## src/dsi_cfg_pkg.sv

```systemverilog
package dsi_cfg_pkg;

    localparam int MAX_LANES = 4;

    localparam logic [7:0] REG_CTRL   = 8'h00;  // bit 0 enable, bits 3:1 lanes
    localparam logic [7:0] REG_HBP    = 8'h04;
    localparam logic [7:0] REG_HFP    = 8'h08;
    localparam logic [7:0] REG_LBLANK = 8'h0C;
    localparam logic [7:0] REG_PIXELS = 8'h10;
    localparam logic [7:0] REG_VBP    = 8'h14;
    localparam logic [7:0] REG_ACTIVE = 8'h18;
    localparam logic [7:0] REG_VFP    = 8'h1C;

    // blanking sizes are byte counts of the payload
    typedef struct packed {
        logic [15:0] hbp_bytes;
        logic [15:0] hfp_bytes;
        logic [15:0] line_blank_bytes;
        logic [15:0] pixels_per_line;
        logic [15:0] vbp_lines;
        logic [15:0] active_lines;
        logic [15:0] vfp_lines;
    } dsi_timing_t;

    typedef struct packed {
        logic [7:0]  paddr;
        logic        psel;
        logic        penable;
        logic        pwrite;
        logic [31:0] pwdata;
    } apb_req_t;

    typedef struct packed {
        logic [31:0] prdata;
        logic        pready;
        logic        pslverr;
    } apb_rsp_t;

endpackage

```

## src/dsi_pkt_pkg.sv

```systemverilog
package dsi_pkt_pkg;

    typedef enum logic [5:0] {
        DT_VSS   = 6'h01,
        DT_HSS   = 6'h21,
        DT_BLANK = 6'h19,
        DT_PPS24 = 6'h3E
    } dsi_dt_e;

    // bits 7:0 form the DI byte, which goes out first
    typedef struct packed {
        logic [15:0] wc;
        logic [1:0]  vc;
        dsi_dt_e     dt;
    } pkt_long_t;

    typedef struct packed {
        logic [7:0] data1;
        logic [7:0] data0;
        logic [1:0] vc;
        dsi_dt_e    dt;
    } pkt_short_t;

    typedef union packed {
        pkt_long_t  long_h;
        pkt_short_t short_h;
    } pkt_hdr_u;

    typedef struct packed {
        pkt_hdr_u hdr;
        logic     is_long;
        logic     pixels;  // payload from pixel input
    } pkt_cmd_t;

    typedef struct packed {
        logic [31:0] data;    // byte 0 goes first
        logic [2:0]  nbytes;  // 1 to 4
    } word_t;

    localparam logic [7:0]  BLANK_BYTE = 8'h55;
    localparam logic [15:0] CRC_INIT   = 16'hFFFF;
    localparam logic [15:0] CRC_POLY   = 16'h8408;  // reflected x^16+x^12+x^5+1

    // hamming parity over header bits, d[7:0] is the DI byte
    function automatic logic [7:0] dsi_ecc(input logic [23:0] d);
        logic [7:0] p;
        p[0] = ^(d & 24'hF1_2CB7);
        p[1] = ^(d & 24'hF2_555B);
        p[2] = ^(d & 24'h74_9A6D);
        p[3] = ^(d & 24'hB8_E38E);
        p[4] = ^(d & 24'hDF_03F0);
        p[5] = ^(d & 24'hEF_FC00);
        p[7:6] = 2'b00;
        return p;
    endfunction

endpackage

```

## src/dsi_apb_regs.sv

```systemverilog
`timescale 1ns/1ps

module dsi_apb_regs
    import dsi_cfg_pkg::*;
(
    input  logic        clk,
    input  logic        rst_n,
    input  apb_req_t    apb_req,
    output apb_rsp_t    apb_rsp,
    output dsi_timing_t timing,
    output logic        stream_enable,
    output logic [2:0]  lane_count
);

    logic        access;
    logic        hit;
    logic [31:0] rdata;
    logic [2:0]  lanes_in;
    logic [2:0]  lanes_clamped;

    assign access = apb_req.psel && apb_req.penable;  // access phase
    assign lanes_in = apb_req.pwdata[3:1];
    assign lanes_clamped = (lanes_in == 3'd0) ? 3'd1 :
                           (lanes_in > 3'(MAX_LANES)) ? 3'(MAX_LANES) : lanes_in;

    always_comb
    begin
        hit = 1'b1;
        rdata = 32'd0;
        case (apb_req.paddr)
            REG_CTRL:   rdata = {28'd0, lane_count, stream_enable};
            REG_HBP:    rdata = {16'd0, timing.hbp_bytes};
            REG_HFP:    rdata = {16'd0, timing.hfp_bytes};
            REG_LBLANK: rdata = {16'd0, timing.line_blank_bytes};
            REG_PIXELS: rdata = {16'd0, timing.pixels_per_line};
            REG_VBP:    rdata = {16'd0, timing.vbp_lines};
            REG_ACTIVE: rdata = {16'd0, timing.active_lines};
            REG_VFP:    rdata = {16'd0, timing.vfp_lines};
            default:    hit = 1'b0;  // unmapped
        endcase
    end

    assign apb_rsp.prdata = (access && !apb_req.pwrite) ? rdata : 32'd0;
    assign apb_rsp.pready = 1'b1;  // no wait states
    assign apb_rsp.pslverr = access && !hit;

    always_ff @(posedge clk or negedge rst_n)
    begin
        if (!rst_n)
        begin
            stream_enable <= 1'b0;
            lane_count <= 3'd1;
            timing <= '0;
        end
        else if (access && apb_req.pwrite)
        begin
            case (apb_req.paddr)
                REG_CTRL:
                begin
                    stream_enable <= apb_req.pwdata[0];
                    lane_count <= lanes_clamped;
                end
                REG_HBP:    timing.hbp_bytes <= apb_req.pwdata[15:0];
                REG_HFP:    timing.hfp_bytes <= apb_req.pwdata[15:0];
                REG_LBLANK: timing.line_blank_bytes <= apb_req.pwdata[15:0];
                REG_PIXELS: timing.pixels_per_line <= apb_req.pwdata[15:0];
                REG_VBP:    timing.vbp_lines <= apb_req.pwdata[15:0];
                REG_ACTIVE: timing.active_lines <= apb_req.pwdata[15:0];
                REG_VFP:    timing.vfp_lines <= apb_req.pwdata[15:0];
                default:    ;  // registers untouched
            endcase
        end
    end

endmodule

```

## src/dsi_cmd_fifo.sv

```systemverilog
`timescale 1ns/1ps

module dsi_cmd_fifo
    import dsi_pkt_pkg::*;
(
    input  logic     clk,
    input  logic     rst_n,
    input  pkt_cmd_t in_cmd,
    input  logic     in_valid,
    output logic     in_ready,
    output pkt_cmd_t out_cmd,
    output logic     out_valid,
    input  logic     out_ready
);

    pkt_cmd_t   mem [4];
    logic [1:0] wr_ptr;
    logic [1:0] rd_ptr;
    logic [2:0] count;
    logic       push;
    logic       pop;

    assign in_ready = !count[2];  // full at four entries
    assign out_valid = (count != 3'd0);
    assign out_cmd = mem[rd_ptr];
    assign push = in_valid && in_ready;
    assign pop = out_valid && out_ready;

    always_ff @(posedge clk)
    begin
        if (push)
            mem[wr_ptr] <= in_cmd;
    end

    always_ff @(posedge clk or negedge rst_n)
    begin
        if (!rst_n)
        begin
            wr_ptr <= 2'd0;
            rd_ptr <= 2'd0;
            count <= 3'd0;
        end
        else
        begin
            if (push)
                wr_ptr <= wr_ptr + 2'd1;
            if (pop)
                rd_ptr <= rd_ptr + 2'd1;
            count <= count + 3'(push) - 3'(pop);
        end
    end

endmodule

```

## src/dsi_crc16.sv

```systemverilog
`timescale 1ns/1ps

module dsi_crc16
    import dsi_pkt_pkg::*;
(
    input  logic        clk,
    input  logic        rst_n,
    input  logic        seed,
    input  logic        update,
    input  logic [31:0] data,
    input  logic [2:0]  nbytes,
    output logic [15:0] crc
);

    logic [15:0] crc_next;
    logic        fb;

    // lsb-first shift, byte 0 first
    always_comb
    begin
        crc_next = crc;
        fb = 1'b0;
        for (int b = 0; b < 4; b++)
        begin
            if (b < nbytes)
            begin
                for (int i = 0; i < 8; i++)
                begin
                    fb = crc_next[0] ^ data[8*b+i];
                    crc_next = {1'b0, crc_next[15:1]} ^ (fb ? CRC_POLY : 16'h0000);
                end
            end
        end
    end

    always_ff @(posedge clk or negedge rst_n)
    begin
        if (!rst_n)
            crc <= CRC_INIT;
        else if (seed)
            crc <= CRC_INIT;
        else if (update)
            crc <= crc_next;
    end

endmodule

```

## src/dsi_frame_sequencer.sv

```systemverilog
`timescale 1ns/1ps

module dsi_frame_sequencer
    import dsi_pkt_pkg::*, dsi_cfg_pkg::*;
(
    input  logic        clk,
    input  logic        rst_n,
    input  dsi_timing_t timing,
    input  logic        stream_enable,
    output pkt_cmd_t    cmd,
    output logic        cmd_valid,
    input  logic        cmd_ready
);

    typedef enum logic [2:0] {IDLE, VSS, VSS_BL, SYNC, HBP, RGB, HFP, LINE_BL} state_e;
    typedef enum logic [1:0] {R_VBP, R_ACT, R_VFP, R_END} region_e;

    state_e      state;
    region_e     region;
    region_e     from_region;
    region_e     new_region;
    logic [15:0] lines_left;
    logic [15:0] new_lines;
    logic        fire;

    assign cmd_valid = (state != IDLE);
    assign fire = cmd_valid && cmd_ready;

    // first non-empty vertical region at or after from_region
    always_comb
    begin
        from_region = (state == VSS_BL) ? R_VBP : region_e'(region + 2'd1);
        new_region = R_END;
        new_lines = 16'd0;
        if (from_region == R_VBP && timing.vbp_lines != 16'd0)
        begin
            new_region = R_VBP;
            new_lines = timing.vbp_lines;
        end
        else if (from_region <= R_ACT && timing.active_lines != 16'd0)
        begin
            new_region = R_ACT;
            new_lines = timing.active_lines;
        end
        else if (from_region <= R_VFP && timing.vfp_lines != 16'd0)
        begin
            new_region = R_VFP;
            new_lines = timing.vfp_lines;
        end
    end

    always_comb
    begin
        cmd = '0;
        case (state)
            VSS:  cmd.hdr.short_h.dt = DT_VSS;
            SYNC: cmd.hdr.short_h.dt = DT_HSS;
            VSS_BL, LINE_BL, HBP, HFP:
            begin
                cmd.hdr.long_h.dt = DT_BLANK;
                cmd.is_long = 1'b1;
                cmd.hdr.long_h.wc = (state == HBP) ? timing.hbp_bytes :
                                    (state == HFP) ? timing.hfp_bytes : timing.line_blank_bytes;
            end
            RGB:
            begin
                cmd.hdr.long_h.dt = DT_PPS24;
                cmd.hdr.long_h.wc = 16'(timing.pixels_per_line * 16'd3);  // 3 bytes per pixel
                cmd.is_long = 1'b1;
                cmd.pixels = 1'b1;
            end
            default: ;
        endcase
    end

    always_ff @(posedge clk or negedge rst_n)
    begin
        if (!rst_n)
        begin
            state <= IDLE;
            region <= R_VBP;
            lines_left <= 16'd0;
        end
        else
        begin
            case (state)
                IDLE: if (stream_enable) state <= VSS;
                VSS:  if (fire) state <= VSS_BL;
                SYNC: if (fire) state <= (region == R_ACT) ? HBP : LINE_BL;
                HBP:  if (fire) state <= RGB;
                RGB:  if (fire) state <= HFP;
                VSS_BL, HFP, LINE_BL:
                    if (fire)
                    begin
                        if (state != VSS_BL && lines_left > 16'd1)
                        begin
                            lines_left <= lines_left - 16'd1;
                            state <= SYNC;
                        end
                        else if (new_region != R_END)
                        begin
                            region <= new_region;
                            lines_left <= new_lines;
                            state <= SYNC;
                        end
                        else
                            state <= stream_enable ? VSS : IDLE;  // frame boundary
                    end
                default: state <= IDLE;
            endcase
        end
    end

endmodule

```

## src/dsi_lane_repacker.sv

```systemverilog
`timescale 1ns/1ps

module dsi_lane_repacker
    import dsi_pkt_pkg::*, dsi_cfg_pkg::*;
(
    input  logic                   clk,
    input  logic                   rst_n,
    input  logic [2:0]             lane_count,
    input  word_t                  word,
    input  logic                   word_valid,
    output logic                   word_ready,
    output logic [8*MAX_LANES-1:0] lane_data,
    output logic [MAX_LANES-1:0]   lane_write,
    input  logic [MAX_LANES-1:0]   lane_full
);

    logic [63:0] shadow;  // oldest byte in bits 7:0
    logic [3:0]  count;
    logic [3:0]  out_n;
    logic [3:0]  pop_n;
    logic [3:0]  remain;
    logic [63:0] word_bits;
    logic        write;
    logic        accept;

    assign write = (count != 4'd0) && !(|lane_full);
    assign out_n = (count < 4'(lane_count)) ? count : 4'(lane_count);
    assign pop_n = write ? out_n : 4'd0;
    assign remain = count - pop_n;

    assign word_ready = (4'd8 - count) >= 4'(word.nbytes);  // free space holds the word
    assign accept = word_valid && word_ready;
    // unused upper bytes cleared so the buffer tail stays zero
    assign word_bits = {32'd0, word.data} & ~(64'hFFFF_FFFF_FFFF_FFFF << (8 * word.nbytes));

    assign lane_data = shadow[8*MAX_LANES-1:0];
    assign lane_write = write ? 4'((5'd1 << out_n) - 5'd1) : 4'd0;

    always_ff @(posedge clk or negedge rst_n)
    begin
        if (!rst_n)
        begin
            shadow <= 64'd0;
            count <= 4'd0;
        end
        else
        begin
            if (accept)
                shadow <= (shadow >> (8 * pop_n)) | (word_bits << (8 * remain));
            else
                shadow <= shadow >> (8 * pop_n);
            count <= remain + (accept ? 4'(word.nbytes) : 4'd0);
        end
    end

endmodule

```

## src/dsi_packet_builder.sv

```systemverilog
`timescale 1ns/1ps

module dsi_packet_builder
    import dsi_pkt_pkg::*;
(
    input  logic        clk,
    input  logic        rst_n,
    input  pkt_cmd_t    cmd,
    input  logic        cmd_valid,
    output logic        cmd_ready,
    input  logic [31:0] pix_data,
    input  logic        pix_valid,
    output logic        pix_ready,
    output word_t       word,
    output logic        word_valid,
    input  logic        word_ready
);

    typedef enum logic [1:0] {HEADER, PAYLOAD, CRC} state_e;

    state_e      state;
    logic [15:0] bytes_left;
    logic        pix_pkt;
    logic [23:0] hdr_bytes;
    logic [7:0]  ecc;
    logic [2:0]  pay_bytes;
    logic        accept;
    logic [15:0] crc;

    // same bit layout in both views, DI byte lowest
    assign hdr_bytes = cmd.hdr;

    assign ecc = dsi_ecc(hdr_bytes);
    assign pay_bytes = (bytes_left >= 16'd4) ? 3'd4 : bytes_left[2:0];
    assign accept = word_valid && word_ready;
    assign cmd_ready = (state == HEADER) && word_ready;  // pop with header word
    assign pix_ready = (state == PAYLOAD) && pix_pkt && word_ready;

    always_comb
    begin
        word = '0;
        word_valid = 1'b0;
        case (state)
            HEADER:
            begin
                word_valid = cmd_valid;
                word.data = {ecc, hdr_bytes};
                word.nbytes = 3'd4;
            end
            PAYLOAD:
            begin
                word_valid = pix_pkt ? pix_valid : 1'b1;
                word.data = pix_pkt ? pix_data : {4{BLANK_BYTE}};
                word.nbytes = pay_bytes;  // short on the last word
            end
            CRC:
            begin
                word_valid = 1'b1;
                word.data = {16'd0, crc};  // low byte first
                word.nbytes = 3'd2;
            end
            default: ;
        endcase
    end

    always_ff @(posedge clk or negedge rst_n)
    begin
        if (!rst_n)
        begin
            state <= HEADER;
            bytes_left <= 16'd0;
            pix_pkt <= 1'b0;
        end
        else if (accept)
        begin
            case (state)
                HEADER:
                    if (cmd.is_long)
                    begin
                        bytes_left <= cmd.hdr.long_h.wc;
                        pix_pkt <= cmd.pixels;
                        state <= (cmd.hdr.long_h.wc == 16'd0) ? CRC : PAYLOAD;
                    end
                PAYLOAD:
                begin
                    bytes_left <= bytes_left - 16'(pay_bytes);
                    if (bytes_left <= 16'd4)
                        state <= CRC;
                end
                default: state <= HEADER;
            endcase
        end
    end

    dsi_crc16 i_dsi_crc16 (
        .clk    (clk),
        .rst_n  (rst_n),
        .seed   (accept && state == HEADER),
        .update (accept && state == PAYLOAD),
        .data   (word.data),
        .nbytes (word.nbytes),
        .crc    (crc)
    );

endmodule

```

## src/dsi_tx_top.sv

```systemverilog
`timescale 1ns/1ps

module dsi_tx_top
    import dsi_pkt_pkg::*, dsi_cfg_pkg::*;
(
    input  logic                   clk,
    input  logic                   rst_n,
    input  apb_req_t               apb_req,
    output apb_rsp_t               apb_rsp,
    input  logic [31:0]            pix_data,
    input  logic                   pix_valid,
    output logic                   pix_ready,
    output logic [8*MAX_LANES-1:0] lane_data,
    output logic [MAX_LANES-1:0]   lane_write,
    input  logic [MAX_LANES-1:0]   lane_full
);

    dsi_timing_t timing;
    logic        stream_enable;
    logic [2:0]  lane_count;
    pkt_cmd_t    seq_cmd;
    logic        seq_valid;
    logic        seq_ready;
    pkt_cmd_t    bld_cmd;
    logic        bld_valid;
    logic        bld_ready;
    word_t       word;
    logic        word_valid;
    logic        word_ready;

    dsi_apb_regs i_dsi_apb_regs (
        .clk(clk), .rst_n(rst_n), .apb_req(apb_req), .apb_rsp(apb_rsp),
        .timing(timing), .stream_enable(stream_enable), .lane_count(lane_count)
    );

    dsi_frame_sequencer i_dsi_frame_sequencer (
        .clk(clk), .rst_n(rst_n), .timing(timing), .stream_enable(stream_enable),
        .cmd(seq_cmd), .cmd_valid(seq_valid), .cmd_ready(seq_ready)
    );

    dsi_cmd_fifo i_dsi_cmd_fifo (
        .clk(clk), .rst_n(rst_n),
        .in_cmd(seq_cmd), .in_valid(seq_valid), .in_ready(seq_ready),
        .out_cmd(bld_cmd), .out_valid(bld_valid), .out_ready(bld_ready)
    );

    dsi_packet_builder i_dsi_packet_builder (
        .clk(clk), .rst_n(rst_n),
        .cmd(bld_cmd), .cmd_valid(bld_valid), .cmd_ready(bld_ready),
        .pix_data(pix_data), .pix_valid(pix_valid), .pix_ready(pix_ready),
        .word(word), .word_valid(word_valid), .word_ready(word_ready)
    );

    dsi_lane_repacker i_dsi_lane_repacker (
        .clk(clk), .rst_n(rst_n), .lane_count(lane_count),
        .word(word), .word_valid(word_valid), .word_ready(word_ready),
        .lane_data(lane_data), .lane_write(lane_write), .lane_full(lane_full)
    );

endmodule
```

## config.mk

```make
export PLATFORM = sky130hd
export DESIGN_NAME = dsi_tx_top
export DESIGN_NICKNAME = d
export VERILOG_FILES = /design/src/dsi_cfg_pkg.sv /design/src/dsi_pkt_pkg.sv /design/src/dsi_apb_regs.sv /design/src/dsi_cmd_fifo.sv /design/src/dsi_crc16.sv /design/src/dsi_frame_sequencer.sv /design/src/dsi_lane_repacker.sv /design/src/dsi_packet_builder.sv /design/src/dsi_tx_top.sv
export SDC_FILE = /design/constraint.sdc
export NUM_CORES = 1
export LEC_CHECK = 0
export ABC_AREA = 1
export BUFFER_PORTS_ARGS = -buffer_cell sky130_fd_sc_hd__buf_2
export CAP_MARGIN = 5
export CORE_UTILIZATION = 30
export DETAILED_ROUTE_END_ITERATION = 12
export SLEW_MARGIN = 20
export SYNTH_ARGS = -nofsm -noshare
export SYNTH_HDL_FRONTEND = slang
export SYNTH_SLANG_ARGS = --single-unit
```

## constraint.sdc

```tcl
create_clock -name clk -period 4.9 [get_ports clk]
set_input_delay 0.49 -clock clk [delete_from_list [all_inputs] [get_ports clk]]
set_output_delay 0.49 -clock clk [all_outputs]
set_load 0.05 [all_outputs]
```

# Yosys cells after proc, flatten, opt, wreduce, memory -nomap -nowiden
# Memories as Yosys holds them, arrays and structs flattened.
# Index checks and enable logic that the tools add are counted.
totals:
  reg_bits: 247
  latch_bits: 0
  ramBits: 96
  romBits: 0
  input_bits: 82
  word_cells: 293
  memories: 1
memory_table:
  columns: ["name", "depth", "width", "read_ports", "rd_clocked_by_memory_dff", "wr", "line_no", "source"]
  rows:
  - ["i_dsi_cmd_fifo.mem", 4, 24, 1, 0, 1, "dsi_cmd_fifo.sv:16", "pkt_cmd_t mem [4];"]
classes:
  addsub: 11
  multipliers: 1
  div: 0
  order_cmp: 12
  eq_ne: 27
  shifts: 4
  mux: 87
  n_bitwise: 68
  n_reduce_logical: 61
op_table:
  columns: ["operator", "count"]
  rows:
  - ["two-way mux 16 bit", 47]
  - ["XOR 15 x 16 -> 16 bit", 32]
  - ["parity 24 bit", 6]
  - ["one-hot mux 16 bit (8 select lines)", 1]
  - ["one-hot mux 35 bit (3 select lines)", 1]
  - ["AND 32 x 64 -> 64 bit", 1]
  - ["two-way mux 64 bit", 1]
  - ["NOT 64 bit", 1]
  - ["OR 64 bit", 1]
  - ["one-hot mux 16 bit (2 select lines)", 2]
  - ["left shift 64 x 6 -> 64 bit, first input constant", 1]
  - ["left shift 64 x 7 -> 64 bit", 1]
  - [">> shifter 64 x 7 -> 64 bit", 1]
  - ["nonzero test 16 bit", 3]
  - ["two-way mux 3 bit", 12]
  - ["== test 8 x 5 -> 1 bit, second input constant", 4]
  - ["two-way mux 32 bit", 1]
  - ["XOR 1 bit", 32]
  - ["one-hot mux 6 bit (4 select lines)", 1]
  - ["one-hot mux 3 bit (6 select lines)", 1]
  - ["logical AND 1 bit", 17]
  - ["== test 8 x 4 -> 1 bit, second input constant", 2]
  - ["greater-or-equal comparator 16 x 3 -> 1 bit, second input constant", 1]
  - ["greater-than comparator 16 x 1 -> 1 bit, second input constant", 1]
  - ["50 further kinds", 100]

# Depth between registers and ports, before layout
# Gate-level depths: netlist (run 1).
depth:
  depth_word: 105
  mapped_depth: 36
  depth_no_buf: 34

# By module
# Synthesis (run 1) repeated with hierarchy kept, for this count alone.
unflattened:
  hier_cells: 3706
  area_unflattened_um2: 25715.9
by_module_without_submodules:
  columns: ["mod", "instances", "cells_each", "area_per_inst_um2"]
  rows:
  - ["dsi_lane_repacker", 1, 977, 6184.7]
  - ["dsi_apb_regs", 1, 718, 5785.5]
  - ["dsi_cmd_fifo", 1, 382, 4543.1]
  - ["dsi_frame_sequencer", 1, 602, 3388.2]
  - ["dsi_crc16", 1, 600, 3228.1]
  - ["dsi_packet_builder", 1, 427, 2586.2]

# Worst setup path after synthesis (run 1)
# Ideal clock, no wire load.
synth_path:
  kind: "reg2reg"
  from: "reg i_dsi_lane_repacker.count[1]"
  to: "reg i_dsi_lane_repacker.shadow[48]"
  arrival_time_ns: 4.205
  setup_slack_ns: 0.604
  path_stages_with_launch: 22
  period_less_slack_ns: 4.296
  cell_sequence: "dfrtp_1 ha_1 a21boi_0 o21ai_0 nand3_1 o21ai_0 nor2_1 inv_1 clkbuf_1 clkbuf_1 ha_1 a21oi_1 nand2_1 xor2_1 inv_1 nor2_1 inv_1 nor2_1 inv_1 nor2_1 inv_1 o221ai_1"
synth_between:
  elab_chain_cells: 7
  elab_cells_between_ends: 13
  classes_between: "add/sub: 2; order compare: 2; shift: 2; mux: 3; bitwise: 1; reduce/logical: 3"
synth_lines:
  columns: ["element", "line_no", "source"]
  rows:
  - ["start, declared", "dsi_lane_repacker.sv:18", "logic [3:0] count;"]
  - ["start signal, assigned", "dsi_lane_repacker.sv:52", "count <= remain + (accept ? 4'(word.nbytes) : 4'd0);"]
  - ["< comparator 4 x 3 -> 1 bit or nonzero test 4 bit (tied branches)", "dsi_lane_repacker.sv:27, dsi_lane_repacker.sv:26", null]
  - ["two-way mux 4 bit or logical AND 1 bit (tied branches)", "dsi_lane_repacker.sv:27, dsi_lane_repacker.sv:26", null]
  - ["two-way mux 4 bit", "dsi_lane_repacker.sv:28", "assign pop_n = write ? out_n : 4'd0;"]
  - ["subtractor 4 bit", "dsi_lane_repacker.sv:29", "assign remain = count - pop_n;"]
  - ["left shift 64 x 7 -> 64 bit", "dsi_lane_repacker.sv:49", "shadow <= (shadow >> (8 * pop_n)) | (word_bits << (8 * remain));"]
  - ["OR 64 bit", "dsi_lane_repacker.sv:49", null]
  - ["two-way mux 64 bit *", "dsi_lane_repacker.sv:48", "if (accept)"]
  - ["end signal, assigned", "dsi_lane_repacker.sv:49", null]
  - ["end signal, assigned", "dsi_lane_repacker.sv:51", "shadow <= shadow >> (8 * pop_n);"]
  - ["end, declared", "dsi_lane_repacker.sv:17", "logic [63:0] shadow;"]
# Mark *: on every way between the ends. The rest lies on a longest branch, timed or not.
# A chain may end at the register's enable or synchronous reset.

# Worst setup path in the final report (run 1)
layout_path:
  from: "reg i_dsi_packet_builder.state[1]"
  to: "reg i_dsi_packet_builder.i_dsi_crc16.crc[8]"
layout_between:
  elab_chain_cells: 55
  elab_cells_between_ends: 96
  classes_between: "order compare: 5; eq/ne: 2; mux: 30; bitwise: 54; reduce/logical: 5"
layout_lines:
  columns: ["element", "line_no", "source"]
  rows:
  - ["start, declared", "dsi_packet_builder.sv:21", "state_e state;"]
  - ["start signal, assigned", "dsi_packet_builder.sv:82", "state <= (cmd.hdr.long_h.wc == 16'd0) ? CRC : PAYLOAD;"]
  - ["== test 2 bit, or another cell as far along", "dsi_packet_builder.sv:43", "case (state)"]
  - ["one-hot mux 35 bit (3 select lines)", "dsi_packet_builder.sv:43", null]
  - ["XOR 1 bit", "dsi_crc16.sv:29", "fb = crc_next[0] ^ data[8*b+i];"]
  - ["two-way mux 16 bit", "dsi_crc16.sv:30", "crc_next = {1'b0, crc_next[15:1]} ^ (fb ? CRC_POLY : 16'h0000);"]
  - ["XOR 15 x 16 -> 16 bit (4 in a row)", "dsi_crc16.sv:30", null]
  - ["XOR 1 bit", "dsi_crc16.sv:29", null]
  - ["two-way mux 16 bit", "dsi_crc16.sv:30", null]
  - ["XOR 15 x 16 -> 16 bit (3 in a row)", "dsi_crc16.sv:30", null]
  - ["[... 29 more ...]", null, null]
  - ["two-way mux 16 bit", "dsi_crc16.sv:30", null]
  - ["XOR 15 x 16 -> 16 bit (4 in a row)", "dsi_crc16.sv:30", null]
  - ["XOR 1 bit", "dsi_crc16.sv:29", null]
  - ["two-way mux 16 bit", "dsi_crc16.sv:30", null]
  - ["XOR 15 x 16 -> 16 bit (3 in a row)", "dsi_crc16.sv:30", null]
  - ["two-way mux 16 bit", "dsi_crc16.sv:25", "if (b < nbytes)"]
  - ["two-way mux 16 bit", "dsi_crc16.sv:42", "else if (update)"]
  - ["two-way mux 16 bit", "dsi_crc16.sv:40", "else if (seed)"]
  - ["end signal, assigned", "dsi_crc16.sv:43", "crc <= crc_next;"]
  - ["end, declared", "dsi_crc16.sv:12", "output logic [15:0] crc"]
# Several ways; a longest one is shown, not always the timed one. The select of a mux whose other input is x is not followed.

==> metrics.cfg, run 1 <==
[run_status]
status=complete, but fails checks
violations=negative hold slack

[setup_path]
end_kind=register
critPathMaxFanout=42
critPathKind=reg -> reg
r2r.worst_path.cells=32
max_stage_delay_ns=0.51
worst-path-stages=32
crit_family=simple AND/OR/NAND/NOR gates
path_buf_inv=3
arrival_ns=4.86
path_common_cell=nand2_2
slowest_stage=dfrtp_1
critPathLaunchType=register
crit_required_ns=5.41

[pwr]
power_frac_seq_pct=36.6
ir_drop_mv=0.250
combPwrFrac_pct=27.9
pwr-share-clk_pct=35.5
leakage_uw=0.0111
p_sw_uw=3190
switching_share_pct=36.3
p_int_uw=5600
power.density_nw_per_um2=350

[timing]
timing.fmax_mhz=230
worst_pin_slew_ns=1.09
period_minus_slack_ns=4.34
period_share_pct=88.6
fin_skew_ns=0.0252
setup_viol=0
relSlewSlack_pct=27.0
hold_viol=13
setup_slack_ns=0.557
slew_viol_final=0
grt_setup_unrepaired=false
hold_ws_ns=-0.0397
finalSetupTns_ns=0

[route]
via_count=21000
ant_nets=0
route.met3.wl_um=6770
drt_iter0_markers=1819
wl_um=71800
met1Wirelength_um=31400
routedWlPerCell_um=17.6
highest_layer=met5
first_pass_iters=5
wl_met2_um=31800
vias_per_cell=5.14
drc=0

[grt]
grt_pass1_wl_um=111000
grt_use_total_pct=18.7
grt-ovfl-total=0
grt_pass1_vias=19200
grt_antenna_before_repair=9
grt_start_max_net_pins=105

[die]
dieWidth_um=275
rows=99
dieHeight_um=275
num_io_pins=153
initial_utilization_pct=30.5
dieArea_sq_um=75900
fp.coreArea_sq_um=73500

[layout]
layout.nets=3225
areaGrowthSynthToFinish_pct=11.8
finalNonFillerCells=4088
fillCellCount=7839
drive_gt1_share_pct=12.3

[place]
finalWeightedCongestion=0.939
numPortBuffers=119
place_hpwl_um=53200
pre_cts_ws_ns=0.597
dp.cells=4012

[clocking]
cts_tree=built
clock_path_buffers=3
htreeDepth=2
clkSinkCount=327
clockRootBuffer=clkbuf_16
cts_buffers=39
cts_resized=0
clk_latency_ns=0.59
postCtsSetupBuffers=0
postCtsHoldBufs=0
cts.clk_slew.worst_paths_ns=0.07

[run]
cap_violations=0

[synthesis]
ys_types=67
yosys_warnings=0
ys_seq_area_share_pct=38.4
synth_cells=3064
ys_ff_latch=327
synth_edf_count=80
synth_area_sq_um=22400
synth_flop_cell=dfrtp_1
syn_avg_cell_area_sq_um=7.32
synth-async-reset-ratio_pct=75.5

[worst_hold_path]
hp-class=in -> async

-- power groups by stage --
stage	clock, uW	sequential, uW	combinational [uW]
finish	3120	3210	2460
global route	3290	3250	2730
CTS	3190	3210	2450
detailed placement	0	3270	2430
global placement	0	3260	2430
floorplan	0	3220	2070
-- final cells by class --
cell class	instances	area, sq um	area share, %
Timing Repair Buffer	164	956	3.81
Clock inverter	23	308	1.23
Clock buffer	49	1060	4.24
Tap cell	959	1200	4.78
Antenna cell	4	10.0	0.0399
Multi-Input combinational cell	2215	11600	46.4
Sequential cell	327	8600	34.3
Inverter	347	1310	5.20
-- sequential cells by signal (all words and copies together), names as in the netlist, 3 cells and up --
| register | cells |
|---|---|
| i_dsi_apb_regs.timing | 112 |
| i_dsi_cmd_fifo.mem | 80 |
| i_dsi_lane_repacker.shadow | 64 |
| i_dsi_frame_sequencer.lines_left | 16 |
| i_dsi_packet_builder.bytes_left | 16 |
| i_dsi_packet_builder.i_dsi_crc16.crc | 16 |
| i_dsi_lane_repacker.count | 4 |
| i_dsi_apb_regs.lane_count | 3 |
| i_dsi_cmd_fifo.count | 3 |
| i_dsi_frame_sequencer.state | 3 |
-- layer usage --
metal / track usage, % / vias up
li1: - / 10300
met1: 25.1 / 9768
met2: 29.3 / 799
met3: 4.90 / 112
met4: 5.32 / 10
met5: 0 / -
-- final timing paths --
check	startpoint	to	slack (ns)
worst max-delay path	i_dsi_packet_builder.state[1]	i_dsi_packet_builder.i_dsi_crc16.crc[8]	0.56
worst min register to register	i_dsi_apb_regs.timing[72]	i_dsi_apb_regs.timing[72]	0.48
worst max register to register	i_dsi_packet_builder.state[1]	i_dsi_packet_builder.i_dsi_crc16.crc[8]	0.56
max in group asynchronous	rst_n	i_dsi_apb_regs.timing[24]	3.72
min in group clk	apb_req[2]	i_dsi_apb_regs.lane_count[1]	0.16
worst min-delay path	rst_n	i_dsi_lane_repacker.shadow[34]	-0.04
-- layout by cell type, fill, tap and decap left out, types with 9 or more instances in the layout --
| master | count |
|---|---|
| a32o_1 | 17 |
| mux2i_1 | 13 |
| dfstp_2 | 17 |
| xnor2_1 | 24 |
| nand2_1 | 767 |
| xor2_1 | 32 |
| or2_2 | 9 |
| nand3_1 | 204 |
| inv_1 | 322 |
| buf_4 | 44 |
| nor3_1 | 20 |
| clkbuf_16 | 39 |
| conb_1 | 18 |
| nand2_4 | 13 |
| o22ai_1 | 48 |
| nand4_1 | 17 |
| dfrtp_1 | 230 |
| nor2_1 | 176 |
| buf_2 | 118 |
| a221oi_1 | 29 |
| o21ai_0 | 429 |
| a21oi_1 | 113 |
| nand3_2 | 18 |
| inv_2 | 17 |
| nor4_1 | 14 |
| edfxtp_1 | 80 |
| o211ai_1 | 22 |
| a31oi_1 | 11 |
| nor2_2 | 13 |
| nand2_2 | 47 |
| a22o_1 | 11 |
| o221ai_1 | 16 |
| ha_1 | 45 |
| clkinv_1 | 13 |
-- synthesized netlist by cell type (46+ instances only) --
cell type  instances  area share (%)
a21oi_1          113             2.5
buf_4             54             1.8
clkbuf_1         108             1.8
dfrtp_1          230              26
edfxtp_1          80              11
inv_1            323             5.4
nand2_1          768              13
nand2_2           46             1.3
nand3_1          204             4.6
nor2_1           182             3.0
o21ai_0          429             9.6
o22ai_1           48             1.3
-- stage by stage --
step / cell area [sq um] / total power (uW) / utilization (%)
finish: 25100 / 8790 / 34.1
global route: 25100 / 9260 / 34.1
CTS: 25100 / 8850 / 34.1
detailed placement: 23700 / 5700 / 32.3
global placement: 23700 / 5690 / 32.3
floorplan: 22500 / 5290 / -
-- kinds of logic after synthesis --
group	count (synthesis)	synth area share, %
buffers and inverters	538	10.2
XOR/XNOR	56	2.19
multiplexers	13	0.580
AO/OA/AOI/OAI	755	19.4
adder cells (fa/ha/maj)	49	2.87
AND/OR/NAND/NOR	1324	26.3
flip-flops	327	38.4
other	2	0.0335
Power figures use the tool's default switching activity.
==> inputs of run 2 (changes only) <==
==> constraint.sdc (replaced) <==
create_clock -name clk -period 4.9 [get_ports clk]
set_input_delay 0.245 -clock clk [delete_from_list [all_inputs] [get_ports clk]]
set_output_delay 0.245 -clock clk [all_outputs]
set_load 0.05 [all_outputs]
==> metrics.cfg, run 2 (synthesis gave the netlist of run 1 again) <==
[run_status]
status=completed

[layout]
top_register=i_dsi_apb_regs.timing
drive_gt1_share_pct=12.3  ; +0.056 points
layout.nets=3227  ; +0.062%
largest_reg_flops=112  ; unchanged
final_cell_mix=766 x nand2_1, 429 x o21ai_0, 322 x inv_1
multi_input_area_sq_um=11600  ; about the same
top_regs=i_dsi_apb_regs.timing x112, i_dsi_cmd_fifo.mem x80, i_dsi_lane_repacker.shadow x64
final_common_cell=nand2_1
areaGrowthSynthToFinish_pct=11.7  ; about the same
regArea_sq_um=8600  ; unchanged
fillCellCount=7807  ; -0.41%

[timing]
setup_viol=0  ; unchanged
hold_ws_ns=0.0609  ; +0.101 ns
period_minus_slack_ns=4.37  ; +0.0231 ns
fin_skew_ns=0.0234  ; -0.00179 ns
worst_pin_slew_ns=1.07  ; -0.0208 ns
timing.fmax_mhz=229  ; -0.53%
grt_setup_unrepaired=false
hold_viol=0  ; -13
period_share_pct=89.1  ; +0.47 points
slew_viol_final=0  ; unchanged
relSlewSlack_pct=28.4  ; +1.4 points
finalSetupTns_ns=0  ; unchanged

[route]
vias_per_cell=5.09  ; -0.86%
via_count=20800  ; -0.86%
first_pass_iters=6  ; +1
wl_um=71000  ; -1.1%
routedWlPerCell_um=17.4  ; -1.1%
drt_iter0_markers=1827  ; +0.44%
drc=0  ; unchanged
ant_nets=0  ; unchanged

[worst_hold_path]
hold_path_depth=3
min_to=i_dsi_apb_regs.timing[54]
hp-start=apb_req[6]
hp-class=in -> reg

[clocking]
htreeDepth=2  ; unchanged
cts_resized=0  ; unchanged
clkSinkCount=327  ; unchanged
cts.clk_slew.worst_paths_ns=0.06  ; about the same
clk_latency_ns=0.58  ; about the same
cts_buffers=39  ; unchanged
clock_path_buffers=3  ; unchanged
clockRootBuffer=clkbuf_16
cts_tree=built

[pwr]
ir_drop_mv=0.207  ; -17%
power.density_nw_per_um2=349  ; -0.55%
power_uw=8740  ; -0.58%
leakage_uw=0.0111  ; about the same
p_int_uw=5580  ; -0.31%
power_frac_seq_pct=36.8  ; +0.2 points
switching_share_pct=36.1  ; -0.17 points
p_sw_uw=3160  ; -1.0%
pwr-share-clk_pct=35.2  ; -0.3 points
combPwrFrac_pct=28.0  ; about the same

[die]
num_io_pins=153  ; unchanged
dieHeight_um=275  ; unchanged
dieWidth_um=275  ; unchanged
initial_utilization_pct=30.5  ; unchanged
dieArea_sq_um=75900  ; unchanged
rows=99  ; unchanged
fp.coreArea_sq_um=73500  ; unchanged

[place]
place_hpwl_um=52700  ; -1.0%
numPortBuffers=119  ; unchanged
finalWeightedCongestion=0.961  ; +2.3%

[grt]
grt_use_total_pct=18.6  ; -0.080 points
grt_start_max_net_pins=110  ; +4.8%
grt_pass1_vias=19200  ; +0.35%
grt-ovfl-total=0  ; unchanged
grt_antenna_before_repair=9  ; unchanged
grt_pass1_wl_um=110000  ; about the same

[setup_path]
r2r-end=i_dsi_lane_repacker.shadow[50]
crit_required_ns=5.37  ; -0.04 ns
critPathMaxFanout=33  ; -21%
critPathKind=reg -> reg
r2r-start=i_dsi_apb_regs.lane_count[1]
r2r_slack_ns=0.53  ; -0.02 ns
r2r.worst_path.cells=20  ; -38%
end_kind=register
arrival_ns=4.84  ; -0.02 ns
critPathLaunchType=register

[run]
cap_violations=0  ; unchanged

[run 2: critical path, stage by stage, from the launching register on]
cell and delay [ns]:
dfrtp_1 0.49, inv_1 0.14, ha_1 0.30, a21boi_0 0.12
o21ai_0 0.21, nand3_1 0.18, o21ai_0 0.27, inv_1 0.14
nor2_4 0.12, inv_1 0.08, fa_1 0.38, xnor2_1 0.37
clkinv_1 0.11, buf_4 0.22, nor2_1 0.12, inv_1 0.04
buf_4 0.23, nor2_1 0.12, buf_4 0.18, inv_1 0.19
o221ai_1 0.24
[run 2: power groups by stage]
stage	Clock (uW)	Combinational, uW	Sequential (uW)
finish	3070	2450	3210
CTS	3140	2450	3210
detailed placement	0	2440	3270
global route	3240	2730	3250
global placement	0	2420	3260
floorplan	0	2070	3220
[run 2: metal layers]
layer  part of all wire [%]  global-route usage [%]
met1                     45                    25.4
met5                   0.15                       0
met3                    8.3                    4.31
met2                     44                    29.1
met4                    2.7                    5.54
[run 2: repair_timing]
action                                 4_1_cts  5_1_grt
hold buffers                                 3        0
endpoints found under the hold margin       79        0
buffers inserted                             0        0
[run 2: worst max path at each step]
stage,end,slack [ns],cells past startpoint,startpoint
after CTS,i_dsi_lane_repacker.shadow[50],0.58,20,i_dsi_apb_regs.lane_count[1]
after global routing,i_dsi_packet_builder.i_dsi_crc16.crc[5],0.20,27,i_dsi_packet_builder.bytes_left[9]
final,i_dsi_lane_repacker.shadow[50],0.53,20,i_dsi_apb_regs.lane_count[1]
after global placement,i_dsi_lane_repacker.shadow[50],0.58,20,i_dsi_apb_regs.lane_count[1]
after detailed placement,i_dsi_lane_repacker.shadow[50],0.58,20,i_dsi_apb_regs.lane_count[1]
after floorplan,i_dsi_lane_repacker.shadow[48],0.60,21,i_dsi_lane_repacker.count[1]
[run 2: layout make-up]
type | count | area share, %
Clock inverter | 21 | 1.12
Sequential cell | 327 | 34.3
Clock buffer | 51 | 4.23
Inverter | 347 | 5.21
Multi-Input combinational cell | 2215 | 46.4
Timing Repair Buffer | 166 | 3.90
Tap cell | 959 | 4.79
Antenna cell | 2 | 0.0200
[run 2: metrics by stage]
stage               utilization, %  setup slack [ns]  area (sq um)  std cells
finish                        34.1             0.534         25100       4088
global route                  34.1             0.198         25100       4086
CTS                           34.1             0.576         25100       4086
detailed placement            32.2             0.585         23700       4011
global placement              32.2             0.585         23700       4011
floorplan                        -             0.604         22500       3080
